==> src/hdl/rv_core_pkg.sv <==
package rv_core_pkg;

    localparam int xlen       = 32;
    localparam int imem_depth = 256;
    localparam int dmem_depth = 256;
    localparam int imem_aw    = $clog2(imem_depth);
    localparam int dmem_aw    = $clog2(dmem_depth);

    localparam logic [6:0] op_reg    = 7'b0110011;
    localparam logic [6:0] op_imm    = 7'b0010011;
    localparam logic [6:0] op_load   = 7'b0000011;
    localparam logic [6:0] op_store  = 7'b0100011;
    localparam logic [6:0] op_branch = 7'b1100011;

    //////////////////////////////////////////////////////////////////////
    // instruction word layouts.
    //////////////////////////////////////////////////////////////////////

    typedef struct packed {
        logic [6:0] funct7;
        logic [4:0] rs2;
        logic [4:0] rs1;
        logic [2:0] funct3;
        logic [4:0] rd;
        logic [6:0] opcode;
    } r_view_t;

    typedef struct packed {
        logic [11:0] imm12;
        logic [4:0]  rs1;
        logic [2:0]  funct3;
        logic [4:0]  rd;
        logic [6:0]  opcode;
    } i_view_t;

    // beq shares this layout, only the immediate bits are scrambled.
    typedef struct packed {
        logic [6:0] imm_hi;
        logic [4:0] rs2;
        logic [4:0] rs1;
        logic [2:0] funct3;
        logic [4:0] imm_lo;
        logic [6:0] opcode;
    } s_view_t;

    typedef union packed {
        r_view_t r_view;
        i_view_t i_view;
        s_view_t s_view;
    } instr_word_u;

    typedef enum logic [2:0] {
        alu_add,
        alu_sub,
        alu_and,
        alu_or,
        alu_xor,
        alu_slt
    } alu_op_e;

    typedef enum logic [2:0] {
        fetch,
        decode,
        execute,
        memory,
        writeback
    } core_state_e;

    //////////////////////////////////////////////////////////////////////
    // control, bus and trace bundles.
    //////////////////////////////////////////////////////////////////////

    typedef struct packed {
        logic reg_write;
        logic alu_src_imm;
        logic mem_read;
        logic mem_write;
        logic is_branch;
        logic wb_from_mem;
    } ctrl_t;

    typedef struct packed {
        logic            cyc;
        logic            stb;
        logic            we;
        logic [xlen-1:0] adr;
        logic [xlen-1:0] dat_w;
    } wb_req_t;

    typedef struct packed {
        logic            ack;
        logic [xlen-1:0] dat_r;
    } wb_rsp_t;

    typedef struct packed {
        logic               valid;
        logic [imem_aw-1:0] addr;
        logic [xlen-1:0]    data;
    } imem_load_t;

    typedef struct packed {
        logic            valid;
        logic [xlen-1:0] pc;
        logic [4:0]      rd;
        logic [xlen-1:0] wdata;
    } retire_t;

endpackage

==> src/hdl/register_bank.sv <==
`timescale 1ns/1ps

module register_bank (
    input  logic                         clk,
    input  logic                         rst,
    input  logic [4:0]                   rs1,
    input  logic [4:0]                   rs2,
    input  logic [4:0]                   rd,
    input  logic                         write_en,
    input  logic [rv_core_pkg::xlen-1:0] write_data,
    output logic [rv_core_pkg::xlen-1:0] rs1_data,
    output logic [rv_core_pkg::xlen-1:0] rs2_data
);

    import rv_core_pkg::*;

    // x0 is cleared by reset and its write is gated off.
    logic [xlen-1:0] regs [32];

    always_ff @(posedge clk) begin
        if (rst) begin
            for (int i = 0; i < 32; i++) begin
                regs[i] <= '0;
            end
        end else if (write_en && rd != 5'd0) begin
            regs[rd] <= write_data;
        end
    end

    assign rs1_data = regs[rs1];
    assign rs2_data = regs[rs2];

    a_x0_reads_zero_rs1: assert property (@(posedge clk) disable iff (rst)
        rs1 == 5'd0 |-> rs1_data == '0);

    a_x0_reads_zero_rs2: assert property (@(posedge clk) disable iff (rst)
        rs2 == 5'd0 |-> rs2_data == '0);

endmodule

==> config.mk <==
export PLATFORM = sky130hd
export DESIGN_NAME = register_bank
export DESIGN_NICKNAME = d
export VERILOG_FILES = /design/src/hdl/rv_core_pkg.sv /design/src/hdl/register_bank.sv
export SDC_FILE = /design/constraint.sdc
export NUM_CORES = 2
export LEC_CHECK = 0
export BUFFER_PORTS_ARGS = -buffer_cell sky130_fd_sc_hd__buf_4
export CORE_UTILIZATION = 45
export DETAILED_ROUTE_END_ITERATION = 12
export PLACE_DENSITY_LB_ADDON = 0.15
export SLEW_MARGIN = 20
export SYNTH_ARGS = -nofsm -noshare
export SYNTH_HDL_FRONTEND = slang
export SYNTH_SLANG_ARGS = --single-unit
export TNS_END_PERCENT = 100
==> constraint.sdc <==
create_clock -name clk -period 2.26 [get_ports clk]
set_input_delay 0.452 -clock clk [delete_from_list [all_inputs] [get_ports clk]]
set_output_delay 0.452 -clock clk [all_outputs]
set_load 0.05 [all_outputs]
Word level (Yosys, flattened, before mapping)
Memories as Yosys holds them, arrays and structs flattened.
Cells that the tools add are included.
- muxes and demuxes: 8
- reductions and logical operators: 3
- operators with widths (cell ; count):
    two-way mux 32 bit ; 1
    OR reduction 32 bit ; 1
    two-way mux 1 bit ; 6
    two-way mux 5 bit ; 1
    nonzero test 5 bit ; 1
    logical AND 1 bit ; 1
- memories: 1
- bits in writable memories: 1024
- output and inout port bits: 64
- word-level logic and storage cells: 12
- bits of input ports: 50
- flip-flop bits (word level): 0
- memory list (memory ; depth ; bits a word ; read ports ; clocked after memory_dff ; wr ports ; line ; text):
    regs ; 32 ; 32 ; 2 ; 0 ; 32 ; register_bank.sv:18 ; logic [xlen-1:0] regs [32];

Longest topological paths before layout
- word-level depth: 7
- depth in mapped cells: 8
- gate-level depth less buffers: 5

Worst setup path before layout
OpenSTA, ideal clock, no wires.
- kind: in2out
- from: input port rs2[1]
- to: output port rs2_data[25] (netlist name)
- path slack: -0.121 ns
- data arrival time: 1.929 ns
- buffers on the path: 4
- stages on the path: 8
- data required time: 1.808 ns
- path through: buf_2 -> buf_4 -> buf_4 -> buf_6 -> mux2i_1 -> a22oi_1 -> a31oi_1 -> nand3_1
- cells in the longest elaborated chain, start to end: 1
- RTL lines (what ; line ; text):
    start, declared ; register_bank.sv:7 ; input logic [4:0] rs2,
    memory (32 x 32 bit) ; n/a ;
    end, declared ; register_bank.sv:12 ; output logic [rv_core_pkg::xlen-1:0] rs2_data
No other way between the ends.

==> impl_metrics.tcl <==
set metrics [dict create \
    status "finished, violations left" \
    violations "setup timing" \
    tightest_slew_ns 0.632 \
    power_density_nw_per_um2 701 \
    cts_max_path_buffers 3 \
    netlist_area_um2 55900 \
    fin_util_pct 56.0 \
    vias_per_cell 6.08 \
    dieArea_um2 126000 \
    crit_family "buffers and inverters" \
    syn-instance-count 4605 \
    rows 128 \
    cp_num_buf_inv 3 \
    critPathMostFrequentCell "buf_4" \
    cts_buffers 113 \
    root_buffer "clkbuf_16" \
    wl_per_cell_um 31.1 \
    synthAdderAreaFrac_pct 0 \
    fmax_mhz 377 \
    grt_setup_unrepaired "true" \
    p_leak_nw 27.2 \
    start_util_pct 45.6 \
    dp_hpwl_um 131000 \
    end_kind "output port" \
    antenna_found_initial 15 \
    drv_cap 0 \
    synth-xor-area-share_pct 0 \
    io_pins 114 \
    die_h_um 354 \
    top_regs "regs: 1024 flops" \
    max-slew-margin-rel_pct 57.9 \
    period_share_pct 117 \
    gp_congestion 0.882 \
    path_class "reg2out" \
    hp-class "in2reg" \
    grt_max_degree 46 \
    slowest_delay_ns 0.40 \
    syn_to_final_growth_pct 22.8 \
    clk_pin_slew_ns 0.06 \
    crit_chain "buf_4 > mux2i_1 > a22o_1 > nor3_2 > a31oi_1 > buf_4 > nand3_4 > buf_8" \
    hold_viol 0 \
    largest_register_ffs 1024 \
    htree_levels 3 \
    clock-sinks 1024 \
    postPlaceCellArea_um2 63500 \
    synth_cell_type_count 29 \
    fin_nets 4965 \
    dr.pass1.iters 5 \
    cp.arrival_ns 2.20 \
    critical_path.max_fanout 2 \
    die-width_um 354 \
    synth_area_leaders "edfxtp_1 (55%), mux2i_1 (18%), and2_1 (11%), a22oi_1 (2.6%), a22o_1 (2.0%)" \
    synthSimpleGateAreaFrac_pct 15.7 \
    mostFrequentLayoutCell "edfxtp_1" \
    synth_mux_area_share_pct 18.3 \
    cts_tree "done" \
    yosysTopAreaCellShare_pct 55.0 \
    ys_ff_latch 1024 \
    max_flop_register "regs" \
    coreArea_um2 123000 \
    gr-total-overflow 0 \
    drive_above_1_share_pct 20.1 \
    totalWireLength_um 206000 \
    final_cell_mix "edfxtp_1 (1024), mux2i_1 (1020), and2_1 (992)" \
    startpoint_type "flip-flop" \
    port_buffers 113 \
    grt_pass1_wl_um 288000 \
    seq_area_frac_synth_pct 55.0 \
    critical-path-slowest-cell "edfxtp_1" \
    drc 0 \
    drtAntennaViolNets 0 \
    vias 40300 \
    final_area_um2 68600 \
    drv_slew 0 \
    synth-compound-area-share_pct 7.02 \
    grt_use_total_pct 32.1 \
    irDropWorstVdd_uv 601 \
    synth_top_family_by_area "multiplexers" \
    finalSetupViolCount 64 \
    layout_setup_ws_ns -0.390 \
    dp_slack_ns -0.415 \
    syn_avg_cell_area_um2 12.1 \
    fillers 10100 \
    required_ns 1.81 \
    yosysWarningCount 0 \
    fin_crit_ns 2.65 \
    drt_iter0_markers 4518 \
    grt_pass1_vias 39900 \
    synth_top_area_cell "edfxtp_1" \
]
## cell usage after synthesis (all sizes together)
library cell	instances
nor2b	5
clkbuf	234
conb	1
a22o	128
nor3	64
nand3	194
a31oi	64
edfxtp	1024
nor2	35
mux2i	1024
nand2b	5
nand3b	4
or3b	2
and2	994
buf	212
or3	2
a22oi	192
or2	33
nand2	196
a21oi	192
## power by group
part           internal, W  leakage [nW]  switching, W
clock network       0.0101          1.69       0.00778
registers           0.0219          9.75      0.000562
logic              0.00310          15.8       0.00461
## routing by layer
metal	GRT usage [%]	wire length, µm	part of all wire [%]
met1	43.2	83400	40
met5	0.679	161	0.078
met3	6.49	19600	9.5
met2	50.1	94000	46
met4	14.3	9250	4.5
## cell families after synthesis
| group | count (synthesis) |
|---|---|
| compound gates | 576 |
| buf+inv | 446 |
| flops | 1024 |
| mux | 1024 |
| other cells | 1 |
| simple gates | 1534 |
## repair_timing
| item | 4_1_cts | 5_1_grt |
|---|---|---|
| pin swaps | 97 | 75 |
| gates resized for setup | 239 | 43 |
| hold buffers | 0 | 0 |
| setup buffers | 6 | 16 |
| endpoints found under the setup margin | 64 | 64 |
| gates cloned | 1 | 6 |
## final timing paths
kind                      startpoint           end  slack [ns]  depth (start not counted)
worst max-delay path     regs[7][27]  rs2_data[27]       -0.39                          8
worst min-delay path  write_data[27]   regs[7][27]        0.22                          2
## layout make-up
cell class              count  area (µm²)  share of cell area [%]
diodes                      5        12.5                  0.0182
clock buffers             140        2930                    4.27
clock inverters            63         549                   0.800
multi-input cells        3166       24700                    36.0
flip-flops and latches   1024       30700                    44.8
well taps                1625        2030                    2.96
repair buffers            610        7650                    11.1
## per-stage QoR
stage / power (W) / instances / hold WS, ns / setup TNS, ns
2_1_floorplan: 0.0267 / 4636 / 0.650 / -0.124
3_3_place_gp: 0.0298 / 6435 / 0.962 / -21.27
3_5_place_dp: 0.0299 / 6435 / 0.964 / -21.06
4_1_cts: 0.0481 / 6611 / 0.176 / -22.54
5_1_grt: 0.0494 / 6628 / 0.232 / -23.85
6_report: 0.0481 / 6633 / 0.218 / -19.43
Note: power is estimated with default switching activity, not from simulation.
