[src/hdl/rv_core_pkg.sv]
package rv_core_pkg;

    localparam int xlen       = 32;
    localparam int imem_depth = 256;
    localparam int dmem_depth = 256;
    localparam int imem_aw    = $clog2(imem_depth);
    localparam int dmem_aw    = $clog2(dmem_depth);

    localparam logic [6:0] op_reg    = 7'b0110011;
    localparam logic [6:0] op_imm    = 7'b0010011;
    localparam logic [6:0] op_load   = 7'b0000011;
    localparam logic [6:0] op_store  = 7'b0100011;
    localparam logic [6:0] op_branch = 7'b1100011;

    //////////////////////////////////////////////////////////////////////
    // instruction word layouts.
    //////////////////////////////////////////////////////////////////////

    typedef struct packed {
        logic [6:0] funct7;
        logic [4:0] rs2;
        logic [4:0] rs1;
        logic [2:0] funct3;
        logic [4:0] rd;
        logic [6:0] opcode;
    } r_view_t;

    typedef struct packed {
        logic [11:0] imm12;
        logic [4:0]  rs1;
        logic [2:0]  funct3;
        logic [4:0]  rd;
        logic [6:0]  opcode;
    } i_view_t;

    // beq shares this layout, only the immediate bits are scrambled.
    typedef struct packed {
        logic [6:0] imm_hi;
        logic [4:0] rs2;
        logic [4:0] rs1;
        logic [2:0] funct3;
        logic [4:0] imm_lo;
        logic [6:0] opcode;
    } s_view_t;

    typedef union packed {
        r_view_t r_view;
        i_view_t i_view;
        s_view_t s_view;
    } instr_word_u;

    typedef enum logic [2:0] {
        alu_add,
        alu_sub,
        alu_and,
        alu_or,
        alu_xor,
        alu_slt
    } alu_op_e;

    typedef enum logic [2:0] {
        fetch,
        decode,
        execute,
        memory,
        writeback
    } core_state_e;

    //////////////////////////////////////////////////////////////////////
    // control, bus and trace bundles.
    //////////////////////////////////////////////////////////////////////

    typedef struct packed {
        logic reg_write;
        logic alu_src_imm;
        logic mem_read;
        logic mem_write;
        logic is_branch;
        logic wb_from_mem;
    } ctrl_t;

    typedef struct packed {
        logic            cyc;
        logic            stb;
        logic            we;
        logic [xlen-1:0] adr;
        logic [xlen-1:0] dat_w;
    } wb_req_t;

    typedef struct packed {
        logic            ack;
        logic [xlen-1:0] dat_r;
    } wb_rsp_t;

    typedef struct packed {
        logic               valid;
        logic [imem_aw-1:0] addr;
        logic [xlen-1:0]    data;
    } imem_load_t;

    typedef struct packed {
        logic            valid;
        logic [xlen-1:0] pc;
        logic [4:0]      rd;
        logic [xlen-1:0] wdata;
    } retire_t;

endpackage

[src/hdl/pc_unit.sv]
`timescale 1ns/1ps

module pc_unit (
    input  logic                         clk,
    input  logic                         rst,
    input  logic                         pc_advance,
    input  logic                         take_branch,
    input  logic [rv_core_pkg::xlen-1:0] branch_target,
    output logic [rv_core_pkg::xlen-1:0] pc
);

    import rv_core_pkg::*;

    logic [xlen-1:0] pc_next;

    // sequential successor unless a taken beq redirects.
    always_comb begin
        if (take_branch) begin
            pc_next = branch_target;
        end else begin
            pc_next = pc + xlen'(4);
        end
    end

    always_ff @(posedge clk) begin
        if (rst) begin
            pc <= '0;
        end else if (pc_advance) begin
            pc <= pc_next;
        end
    end

    // a misaligned branch target would show up here.
    a_pc_aligned: assert property (@(posedge clk) disable iff (rst)
        pc[1:0] == 2'b00);

endmodule

[config.mk]
export PLATFORM = sky130hd
export DESIGN_NAME = pc_unit
export DESIGN_NICKNAME = d
export VERILOG_FILES = /design/src/hdl/rv_core_pkg.sv /design/src/hdl/pc_unit.sv
export SDC_FILE = /design/constraint.sdc
export NUM_CORES = 1
export LEC_CHECK = 0
export BUFFER_PORTS_ARGS = -buffer_cell sky130_fd_sc_hd__buf_4
export CORE_UTILIZATION = 46
export DETAILED_ROUTE_END_ITERATION = 8
export PLACE_DENSITY = 0.76
export SETUP_SLACK_MARGIN = 0.02
export SYNTH_ARGS = -nofsm -noshare
export SYNTH_HDL_FRONTEND = slang
export SYNTH_SLANG_ARGS = --single-unit
[constraint.sdc]
create_clock -name clk -period 1.8 [get_ports clk]
set_input_delay 0 -clock clk [delete_from_list [all_inputs] [get_ports clk]]
set_output_delay 0 -clock clk [all_outputs]
set_load 0.1 [all_outputs]
# ---- Word-level counts from Yosys, hierarchy flattened
# Index checks and enable logic that the tools add are counted.
dict set report op_classes {
  n_addsub 1
  muxes 1
}
# cell n
set op_table {}
lappend op_table {{$add A32 B3 Y32 const B} 1}
lappend op_table {{$mux W32} 1}
dict set report totals {
  wordCells 3
  output_inout_bits 32
  in_bits 36
  ff_bits 32
}

# ---- Longest topological paths before layout
dict set report depth {
  ltp_word 2
  ltp_mapped 7
  mapped_depth_nobuf 5
}

# ---- Worst setup path after synthesis
# No wires, ideal clock.
dict set report synth_path {
  path_type {register -> register}
  from {register pc[2] (netlist bit)}
  to {register pc[20] (netlist bit)}
  required_time_ns 1.725
  path_stages_with_launch 7
  n_path_buf 1
  t_arrival_ns 2.593
  setup_time_ns 0.075
  period_less_slack_ns 2.668
  setup_slack_ns -0.868
  cell_sequence {dfxtp_1 ha_1 and4_1 buf_2 nand4_1 or4_1 a31oi_1}
}
dict set report synth_between {
  elab_chain_cells 2
}
# element line
set synth_rtl {}
lappend synth_rtl {{from (decl)} pc_unit.sv:9} ;# output logic [rv_core_pkg::xlen-1:0] pc
lappend synth_rtl {{from (signal assigned)} pc_unit.sv:29} ;# pc <= pc_next;
lappend synth_rtl {{$add A32 B3 Y32} pc_unit.sv:21} ;# pc_next = pc + xlen'(4);
lappend synth_rtl {{$mux W32} pc_unit.sv:18} ;# if (take_branch) begin
# Every way passes these cells.
# A chain may end at the register's enable or synchronous reset.

# ---- Worst setup path after layout
dict set report layout_path {
  from {register pc[2] (netlist bit)}
  to {register pc[16] (netlist bit)}
}
# The elaborated chain is that of the path after synthesis.

==> summary.log <==
[setup_path] critical path, cell by cell ha_4 > and4_4 > nand4_1 > or4_1 > a31oi_1
[clock_tree] maximum root-to-sink buffer count 2
[setup_path] required time at the worst-slack endpoint 2010 ps
[yosys] syn_nets 315
[pwr] Net Sw Frac 38.54%
[yosys] post-synthesis cell type with the largest combined area dfxtp_1
[yosys] area of the mapped netlist 2092 sq um
[yosys] sequential element share of the synthesized area 30.62%
[pwr] Peak supply drop 0.0003351 V
[timing] min Tclk post-route 1704 ps
[hold_path] critical hold path startpoint branch_target[17]
[yosys] Primary FF master, synth dfxtp_1
[clock_tree] CTS Root Cell clkbuf_8
[timing] number of setup violations in the final report 0
[yosys] count of flip-flops with a built-in enable after synthesis 0
[clock_tree] number of sinks handled by clock tree synthesis 32
[pwr] areal power density over the cells 707.5 nW/um^2
[floorplan] placeable core area 4354 sq um
[clock_tree] count of H-tree levels built during CTS 2
[setup_path] Worst path slowest cell or4_1
[yosys] most used standard cells in the synthesized netlist 32 x dfxtp_1, 31 x nand2_1, 19 x a21oi_1, 19 x clkbuf_1, 18 x nor2_1
[layout] register with the most flip-flops pc
[clock_tree] insertion delay to the later sink of the worst-skew pair 290 ps
[detailed_routing] detailed-route DRC error count 0
[yosys] average cell area after synthesis 7.525 sq um
[layout] number of diodes 0
[pwr] Switch Pwr 810.1 uW
[pwr] power share of the sequential group 38.5%
[timing] final-layout worst hold slack 2.864 ps
[setup_path] Setup crit end kind register
[yosys] area share of the largest cell type after synthesis 30.62%
[clock_tree] TritonCTS clock tree yes
[yosys] Synth cell types 51
[timing] count of final max-slew check failures 0
[layout] final net count 390
[timing] hold violation count in the final report 0
[detailed_routing] total via count after detailed routing 2547
[setup_path] Max Fanout on Critical Path 7
[detailed_routing] first-pass iteration count of the detailed router 5
[layout] Cell Count, Final, Fillers Out 406
[setup_path] FF-to-FF setup slack 100 ps
[floorplan] starting density of the core 48.05%
[placement] Port Buffers 67
[setup_path] r2r worst-path depth 5
[global_routing] vias in the first global route 2223
[floorplan] Die X-Extent 69.44 um
[global_routing] first-pass GRT wire length 10.63 mm
[placement] global placer's final weighted congestion 0.8474
[floorplan] die area 4821 sq um
[detailed_routing] remaining number of nets flagged by the antenna check after routing 0
[clock_tree] total clock buffers created by CTS 5
[pwr] post-route total power 2102 uW
[yosys] synth top area cells dfxtp_1 31%, nand2_1 5.6%, a21oi_1 4.5%
[pwr] Leak Pwr 0.001191 uW
[layout] flip-flop count of the largest register, all copies and words added 32
[hold_path] Min-Delay Path Depth 3
[layout] proportion of layout cells with a drive suffix above 1 36.72%
[global_routing] antenna violations before repair 0
[yosys] Syn Inst Count 278
[detailed_routing] sum of routed wire length over all layers 6.447 mm
[floorplan] number of top-level pins 68
[placement] DP Cell Count 390
[hold_path] end of the worst hold path pc[17]
[yosys] top-count cell post-synth dfxtp_1
[setup_path] nature of the critical path startpoint register
[pwr] proportion of power drawn by the clock network 30.3%
[pwr] Logic pwr share 31.2%
[run_status] status completed
[detailed_routing] Avg Vias per Cell 6.273
[layout] largest registers pc (32)
[yosys] flip-flop and latch count after synthesis 32
[flow_run] reported max-cap violation count 0
[timing] worst clock skew 4.178 ps
[pwr] internal power consumption 1292 uW
[setup_path] Slowest Stage Delay on Critical Path 530 ps
[global_routing] total routing resource utilization after global routing 26.96%
[detailed_routing] starting DRC count in detailed routing 296
[floorplan] number of rows created at floorplan 24
[timing] Least-Margin Pin Slew 470.2 ps
[setup_path] Reg2Reg Launch Point pc[2]
[setup_path] reg-to-reg endpoint pc[16]
[global_routing] pin count of the biggest net entering global routing 35
[global_routing] total grt overflow 0
[timing] share of the clock period used by the worst path after layout 94.64%
[timing] f_max 0.5870 GHz
[yosys] share of synthesized flip-flops with an asynchronous set or reset 0%
[setup_path] Setup Crit Path Kind register to register
[detailed_routing] Avg WL per Cell 15.88 um
[floorplan] vertical die dimension 69.44 um
[yosys] yosys warns 0
[timing] unrepaired setup endpoints after global routing no
[clock_tree] Clk pin slew, worst setup/hold paths 70 ps
[hold_path] path category of the worst min-delay check input pin to register
[timing] worst slew slack as a fraction of its limit 68.65%
[layout] synth-to-layout area growth 42.05%
[setup_path] Arrival @ worst endpoint 1920 ps
[placement] placed wire-length estimate 4.431 mm
-- worst max path at each step --
| stage | from | end | slack [ps] | cells after the start |
|---|---|---|---|---|
| finish | pc[2] | pc[16] | 100 | 5 |
| global route | pc[2] | pc[17] | 8 | 5 |
| CTS | pc[2] | pc[16] | 40 | 5 |
| detailed placement | pc[2] | pc[16] | 70 | 5 |
| global placement | pc[3] | pc[16] | 100 | 5 |
| floorplan | pc[3] | pc[16] | -150 | 6 |
-- cells in the final DEF, fill, tap and decap left out, types with 2 or more instances in the layout --
master         synthesis  final
a22o_1                 3      3
nand4_1               12     12
or4_1                  3      3
o211ai_1               4      4
and3_1                 5      5
o31ai_1                2      2
nand3_1               10     10
nor4_1                 8      7
dfxtp_4                0     17
mux2i_1                6      6
a31oi_1                9      9
buf_4                  0     85
nor2b_1                2      2
a21o_1                 5      5
a31o_2                 2      2
a311o_1                2      2
dlygate4sd3_1          0      5
o2bb2ai_1              2      2
nor2_1                18     18
o2111ai_1              2      2
a21oi_1               19     19
and4_1                 4      3
nand2_1               31     31
and2_1                 7      7
dfxtp_1               32      6
clkbuf_8               0      7
o21ai_0               10     10
o32ai_1                2      2
a211oi_1               5      5
a41o_1                 2      2
a22oi_1               11     11
nor3_1                 7      7
dfxtp_2                0      9
a211o_1                4      4
inv_1                  8      8
-- critical path: cells and delay by family (launching register included) --
family                     cells  cell delay (ps)
and+or+nand+nor                3              940
DFF                            1              390
adders and majority gates      1              160
AOI/OAI and AO/OA              1              140
-- power by group through the flow --
| stage | Sequential [uW] | Combinational (uW) | Clock [uW] |
|---|---|---|---|
| finish | 809 | 657 | 637 |
| global route | 819 | 688 | 668 |
| CTS | 808 | 649 | 638 |
| detailed placement | 824 | 639 | 0 |
| global placement | 822 | 639 | 0 |
| floorplan | 1110 | 174 | 0 |
-- per-stage QoR --
stage | cell area, sq um | util, % | setup slack [ps] | TNS (ps)
after global routing | 2972 | 68.25 | 8.181 | 0
after floorplan | 2215 | - | -147.3 | -343.0
after global placement | 2796 | 64.22 | 100.9 | 0
after detailed placement | 2796 | 64.22 | 67.72 | 0
after CTS | 2947 | 67.67 | 38.42 | 0
final | 2972 | 68.25 | 96.45 | 0
-- what timing repair did --
action                     4_1_cts  5_1_grt
setup endpoints to repair        0        2
setup buffers                    0        3
hold buffers                     5        0
hold endpoints to repair         5        0
resized for setup                0        1
-- kinds of logic (layout without fill, tap and decap cells) --
kind of cell               count (synthesis)  in the layout  synth area share, %
adders and majority gates                  1              1               0.5980
DFF                                       32             32                30.62
muxes                                      6              6                2.871
and+or+nand+nor                          113            113                28.47
buffers and inverters                     32            108                5.861
AOI/OAI and AO/OA                         94             94                31.58
-- layout make-up --
cell class / instances / area [sq um]
Fill cell: 368 / 1383
Multi-Input combinational cell: 214 / 1365
Sequential cell: 32 / 715.7
Timing Repair Buffer: 90 / 688.2
Clock buffer: 8 / 100.1
Tap cell: 52 / 65.06
Inverter: 10 / 37.54
-- layer usage --
metal  GRT usage, %  wire [um]
met5              0          0
met2          42.39       3025
met1          37.14       2815
met3          4.651        510
met4          9.524         95
(Power assumes the default switching activity.)
