===== config.mk =====
export PLATFORM = sky130hd
export DESIGN_NAME = alu_encapsulator
export DESIGN_NICKNAME = d
export VERILOG_FILES = /design/src/hdl/rv_core_pkg.sv /design/src/hdl/alu_encapsulator.sv
export SDC_FILE = /design/constraint.sdc
export NUM_CORES = 1
export LEC_CHECK = 0
export ABC_CLOCK_PERIOD_IN_PS = 5400
export BUFFER_PORTS_ARGS = -buffer_cell sky130_fd_sc_hd__buf_2
export CORE_UTILIZATION = 30
export DETAILED_ROUTE_END_ITERATION = 8
export PLACE_DENSITY_LB_ADDON = 0.2
export SYNTH_ARGS = -nofsm -noshare
export SYNTH_HDL_FRONTEND = slang
export SYNTH_SLANG_ARGS = --single-unit

===== constraint.sdc =====
create_clock -name vclk -period 5.4
set_clock_uncertainty 0.15 [all_clocks]
set_input_delay 0.54 -clock vclk [all_inputs]
set_output_delay 0.54 -clock vclk [all_outputs]
set_load 0.05 [all_outputs]

===== src/hdl/rv_core_pkg.sv =====
package rv_core_pkg;

    localparam int xlen       = 32;
    localparam int imem_depth = 256;
    localparam int dmem_depth = 256;
    localparam int imem_aw    = $clog2(imem_depth);
    localparam int dmem_aw    = $clog2(dmem_depth);

    localparam logic [6:0] op_reg    = 7'b0110011;
    localparam logic [6:0] op_imm    = 7'b0010011;
    localparam logic [6:0] op_load   = 7'b0000011;
    localparam logic [6:0] op_store  = 7'b0100011;
    localparam logic [6:0] op_branch = 7'b1100011;

    //////////////////////////////////////////////////////////////////////
    // instruction word layouts.
    //////////////////////////////////////////////////////////////////////

    typedef struct packed {
        logic [6:0] funct7;
        logic [4:0] rs2;
        logic [4:0] rs1;
        logic [2:0] funct3;
        logic [4:0] rd;
        logic [6:0] opcode;
    } r_view_t;

    typedef struct packed {
        logic [11:0] imm12;
        logic [4:0]  rs1;
        logic [2:0]  funct3;
        logic [4:0]  rd;
        logic [6:0]  opcode;
    } i_view_t;

    // beq shares this layout, only the immediate bits are scrambled.
    typedef struct packed {
        logic [6:0] imm_hi;
        logic [4:0] rs2;
        logic [4:0] rs1;
        logic [2:0] funct3;
        logic [4:0] imm_lo;
        logic [6:0] opcode;
    } s_view_t;

    typedef union packed {
        r_view_t r_view;
        i_view_t i_view;
        s_view_t s_view;
    } instr_word_u;

    typedef enum logic [2:0] {
        alu_add,
        alu_sub,
        alu_and,
        alu_or,
        alu_xor,
        alu_slt
    } alu_op_e;

    typedef enum logic [2:0] {
        fetch,
        decode,
        execute,
        memory,
        writeback
    } core_state_e;

    //////////////////////////////////////////////////////////////////////
    // control, bus and trace bundles.
    //////////////////////////////////////////////////////////////////////

    typedef struct packed {
        logic reg_write;
        logic alu_src_imm;
        logic mem_read;
        logic mem_write;
        logic is_branch;
        logic wb_from_mem;
    } ctrl_t;

    typedef struct packed {
        logic            cyc;
        logic            stb;
        logic            we;
        logic [xlen-1:0] adr;
        logic [xlen-1:0] dat_w;
    } wb_req_t;

    typedef struct packed {
        logic            ack;
        logic [xlen-1:0] dat_r;
    } wb_rsp_t;

    typedef struct packed {
        logic               valid;
        logic [imem_aw-1:0] addr;
        logic [xlen-1:0]    data;
    } imem_load_t;

    typedef struct packed {
        logic            valid;
        logic [xlen-1:0] pc;
        logic [4:0]      rd;
        logic [xlen-1:0] wdata;
    } retire_t;

endpackage


===== src/hdl/alu_encapsulator.sv =====
`timescale 1ns/1ps

module alu_encapsulator (
    input  rv_core_pkg::instr_word_u     instr,
    input  rv_core_pkg::ctrl_t           ctrl,
    input  logic [rv_core_pkg::xlen-1:0] pc,
    input  logic [rv_core_pkg::xlen-1:0] rs1_data,
    input  logic [rv_core_pkg::xlen-1:0] rs2_data,
    output logic [rv_core_pkg::xlen-1:0] result,
    output logic [rv_core_pkg::xlen-1:0] branch_target,
    output logic                         branch_taken
);

    import rv_core_pkg::*;

    logic [xlen-1:0] imm;
    logic [xlen-1:0] imm_b;
    logic [xlen-1:0] operand_b;
    alu_op_e         alu_op;

    //////////////////////////////////////////////////////////////////////
    // immediate generator.
    //////////////////////////////////////////////////////////////////////

    always_comb begin
        if (instr.r_view.opcode == op_store) begin
            imm = {{20{instr.s_view.imm_hi[6]}}, instr.s_view.imm_hi, instr.s_view.imm_lo};
        end else begin
            imm = {{20{instr.i_view.imm12[11]}}, instr.i_view.imm12};
        end
    end

    // b-type bits are spread over both halves of the s layout.
    assign imm_b = {{20{instr.s_view.imm_hi[6]}}, instr.s_view.imm_lo[0],
                    instr.s_view.imm_hi[5:0], instr.s_view.imm_lo[4:1], 1'b0};

    //////////////////////////////////////////////////////////////////////
    // function decode and ALU.
    //////////////////////////////////////////////////////////////////////

    always_comb begin
        alu_op = alu_add;
        if (instr.r_view.opcode == op_reg || instr.r_view.opcode == op_imm) begin
            case (instr.r_view.funct3)
                3'b000: begin
                    if (instr.r_view.opcode == op_reg && instr.r_view.funct7[5]) begin
                        alu_op = alu_sub;
                    end else begin
                        alu_op = alu_add;
                    end
                end
                3'b010:  alu_op = alu_slt;
                3'b100:  alu_op = alu_xor;
                3'b110:  alu_op = alu_or;
                3'b111:  alu_op = alu_and;
                default: alu_op = alu_add;
            endcase
        end
    end

    assign operand_b = ctrl.alu_src_imm ? imm : rs2_data;

    always_comb begin
        case (alu_op)
            alu_add: result = rs1_data + operand_b;
            alu_sub: result = rs1_data - operand_b;
            alu_and: result = rs1_data & operand_b;
            alu_or:  result = rs1_data | operand_b;
            alu_xor: result = rs1_data ^ operand_b;
            alu_slt: result = xlen'($signed(rs1_data) < $signed(operand_b));
            default: result = '0;
        endcase
    end

    assign branch_target = pc + imm_b;
    assign branch_taken  = (rs1_data == rs2_data);

endmodule


==> Word-level counts from Yosys, hierarchy flattened <==
Index checks and enable logic that the tools add are counted.
{ "op_classes": {"n_eq_ne": 13, "n_bitwise": 3, "n_addsub": 3, "n_mux": 6, "n_reduce_logical": 4, "magnitude_cmp": 1} }
{ "ops": {"columns": ["cell", "n"], "rows": [
  ["$pmux 32 s6", 1],
  ["$add 32x32->32", 2],
  ["$and 32x32->32", 1],
  ["$eq 32x32->1", 1],
  ["$lt 32x32->1", 1],
  ["$mux 32", 1],
  ["$or 32x32->32", 1],
  ["$sub 32x32->32", 1],
  ["$xor 32x32->32", 1],
  ["$eq 3x3->1 const B", 5],
  ["$pmux 3 s5", 1],
  ["$eq 7x6->1 const B", 2],
  ["$eq 3x2->1 const B", 3],
  ["$eq 7x5->1 const B", 1],
  ["$logic_not 3->1", 2],
  ["$mux 5", 1],
  ["$eq 3x1->1 const B", 1],
  ["$mux 3", 1],
  ["$logic_and 1x1->1", 1],
  ["$logic_or 1x1->1", 1],
  ["$mux 1", 1]
]} }
{ "word_totals": {"register_bits": 0, "out_inout_bits": 65, "in_bits": 134} }

==> Logic depth before layout (Yosys ltp) <==
{ "depth": {"depth_word": 7, "mapped_depth": 17, "ltp_nobuf": 17} }

==> Least setup slack after synthesis <==
No wires, ideal clock.
{ "synth_timing": {"path_type": "input to output", "startpoint": "input ctrl[4] in the netlist's numbering", "endpoint": "output result[0] in the netlist's numbering", "path_buffers": 3, "path_slack_ps": 291, "t_required_ps": 4710, "cell_stages": 17, "arrival_ps": 4419, "path_cell_list": "clkbuf_1 -> clkbuf_1 -> nor2_1 -> a21oi_1 -> inv_1 -> ha_1 -> buf_4 -> nor2_1 -> a211oi_2 -> nor3b_1 -> o31ai_1 -> a21oi_1 -> a211o_1 -> a21o_1 -> nand2_1 -> a21oi_1 -> o21ai_0"} }
{ "synth_via": {"elab_chain_cells": 3, "word_cells_on_any_way": 8} }
{ "synth_lines": {"columns": ["element", "line", "text"], "rows": [
  ["start, declared", "alu_encapsulator.sv:5", "input rv_core_pkg::ctrl_t ctrl,"],
  ["$mux 32 (*)", "alu_encapsulator.sv:61", "assign operand_b = ctrl.alu_src_imm ? imm : rs2_data;"],
  ["$sub 32x32->32 (tied with other cells)", "alu_encapsulator.sv:66", "alu_sub: result = rs1_data - operand_b;"],
  ["$pmux 32 s6 (*)", "alu_encapsulator.sv:64", "case (alu_op)"],
  ["end, declared", "alu_encapsulator.sv:9", "output logic [rv_core_pkg::xlen-1:0] result,"]
]} }
Mark *: on every way between the ends. The rest lies on a longest branch, timed or not.

==> Worst setup path in the final report <==
{ "layout_timing": {"startpoint": "input instr[5] in the netlist's numbering", "endpoint": "output result[23] in the netlist's numbering"} }
{ "layout_via": {"elab_chain_cells": 7, "word_cells_on_any_way": 19} }
{ "layout_lines": {"columns": ["element", "line", "text"], "rows": [
  ["start, declared", "alu_encapsulator.sv:4", "input rv_core_pkg::instr_word_u instr,"],
  ["branches (longest 6 deep; another with $sub 32x32->32)", null, null],
  ["$pmux 32 s6 (*)", "alu_encapsulator.sv:64", null]
]} }
Every way passes the cells marked *.

==> flow_summary.ini <==
[finish]
nFillCells = 2665
drive_gt1_frac = 0.208
regArea_um2 = 0
area_growth_pct = 20.9
mostFrequentLayoutCells = buf_2 (187), a21oi_1 (136), ha_1 (130), nor2_1 (107), inv_1 (106)
nClkBuffers = 0
nFlopsAndLatches = 0
nNetsFinal = 1537
final_common_cell = buf_2
fin_util = 0.369

[pwr]
comb_power_share = 1.000
internal_power_uw = 460
power_uw = 1430
seqPwrFrac = 0
p_switching_uw = 969
ir_worst_vdd_mv = 0.113
p_clk_frac = 0
cellLeakagePower_uw = 0.00434
switching_share = 0.678
power_density_mw_per_mm2 = 166

[grt]
antenna_found_initial = 1
grt_max_degree = 22
grt_pass1_vias = 7876
track_usage = 0.215
grt_overflow = 0
grt_pass1_wl_mm = 41.9

[min_path]
hold_start = pc[0]
hold_class = primary input to output port
holdPathStages = 0
min_to = branch_target[0]

[timing]
drv_slew = 0
min_period_ns = 5.07
max_freq_ghz = 0.197
relSlewSlack = 0.305
finalSetupViolations = 0
period_share = 0.940
rsz0062_at_grt = no
max_slew.worst_pin.slew_ns = 1.04
finalWorstSetupSlack_ns = 0.326
finalHoldViolCount = 0
fin_setup_tns_ns = 0

[detailed_routing]
firstDrtPassIters = 5
ant_nets = 0
vias_per_cell = 5.33
num_vias = 8462
drc_errors = 0
finalWirelength_mm = 27.3
drtIter0Drc = 624
wl_per_cell_um = 17.2

[synth]
synthSimpleGateAreaFrac = 0.202
synth-compound-area-share = 0.375
synth_top_area_frac = 0.228
syn_area_mm2 = 0.00714
synth_area_leader_cell = ha_1
yosysWarnings = 0
synth_cell_type_count = 70
seq_area_frac_synth = 0
synth-xor-area-share = 0.0810
synth_area_leaders = ha_1 (23%), a21oi_1 (9.6%), nor2_1 (5.7%)
synthAdderAreaFrac = 0.236
syn_inst = 1087
synth_nets = 1354
synth_top_family_by_area = compound AO/OA/AOI/OAI gates
avgSynthCellArea_um2 = 6.56
synthMuxAreaShare = 0.0170

[die]
num_io_pins = 199
initial_core_util = 0.305
core_area_mm2 = 0.0234
fp-row-count = 56
die_y_um = 156
die_area_mm2 = 0.0244
die_x_um = 156

[worst_setup_path]
end_kind = output port
required_ns = 4.71
critPathLaunchType = primary input
arrival_ns = 4.38
cp_max_fo = 6
crit_type = primary input to output port

[placed_design]
place.gp.congestion = 0.937
hpwlAfterDp_mm = 22.6
numPortBuffers = 187
pre_cts_ws_ns = 0.258

[run_status]
status = finished clean

[cts]
cts_setup_buffers = 0
cts-resized-gates = 0
ctsHoldBuffers = 0

[job]
maxCapViolCount = 0
## final cells by class
type	count	area, um2	area share
Tap cell	319	399	0.0463
Inverter	109	409	0.0474
Antenna cell	2	5.00	0.000580
Multi-Input combinational cell	928	6530	0.757
Timing Repair Buffer	231	1280	0.148
## Yosys cell counts (10+ instances only)
library cell and n:
nor2b_1 12, a21o_1 25, nor4_1 14, ha_1 130, a211oi_1 13, o21ai_1 10
o221ai_1 16, nand2b_1 13, nand2_1 76, nand3_1 18, o21ai_0 73, nand4_1 14
a21oi_1 137, nor2_1 108, mux2i_1 11, o31ai_1 11, o21bai_1 21, inv_1 106
buf_2 12, nor3_1 16, xnor2_1 26, o21a_1 10, o211ai_1 15, clkbuf_1 31
xor2_1 40
## power by group through the flow
stage,combinational [uW],clock (uW),sequential (uW)
after floorplan,1030,0,0
after global placement,1410,0,0
final,1430,0.0000495,0
after CTS,1420,0,0
after detailed placement,1410,0,0
after global routing,1550,0,0
## through the flow
step | hold slack [ns] | instance area, um2 | instances
after CTS | 0.931 | 8600 | 1587
after detailed placement | 0.931 | 8600 | 1587
after global placement | 0.931 | 8600 | 1587
after global routing | 0.930 | 8620 | 1587
after floorplan | 1.10 | 7140 | 1087
final | 0.930 | 8620 | 1589
## layer usage
metal	vias to the layer above	wire [um]	track usage
met2	226	12500	0.362
met5	-	0	0
met3	24	1370	0.0158
li1	4274	-	-
met1	3938	13000	0.300
met4	0	499	0.0373
## worst max path at each step
stage	startpoint	slack, ns	endpoint	cells past startpoint
5_1_grt	instr[5]	0.05	result[31]	21
2_1_floorplan	ctrl[4]	0.29	result[0]	17
4_1_cts	instr[5]	0.22	result[26]	18
3_5_place_dp	instr[5]	0.26	result[26]	18
3_3_place_gp	instr[5]	0.26	result[26]	18
6_report	instr[5]	0.33	result[23]	23
## worst max-delay path, stage by stage
cell	delay [ns]
buf_2	0.13
nor2b_1	0.13
nand4_1	0.10
buf_4	0.17
mux2i_1	0.13
a21oi_1	0.20
inv_1	0.08
ha_1	0.30
a211oi_1	0.08
buf_4	0.14
o21ai_0	0.20
a31oi_1	0.11
buf_4	0.16
buf_4	0.14
or3_1	0.36
buf_4	0.16
and3_1	0.19
o21bai_1	0.29
a21oi_1	0.14
nor2_1	0.11
a22oi_1	0.08
o21ai_1	0.12
buf_2	0.29
## cell families after synthesis
group	after synthesis
and+or+nand+nor	309
AOI/OAI and AO/OA	408
muxes	12
buffers and inverters	159
xor gates and xnor gates	66
adders and majority gates	133
(Power assumes the default switching activity.)
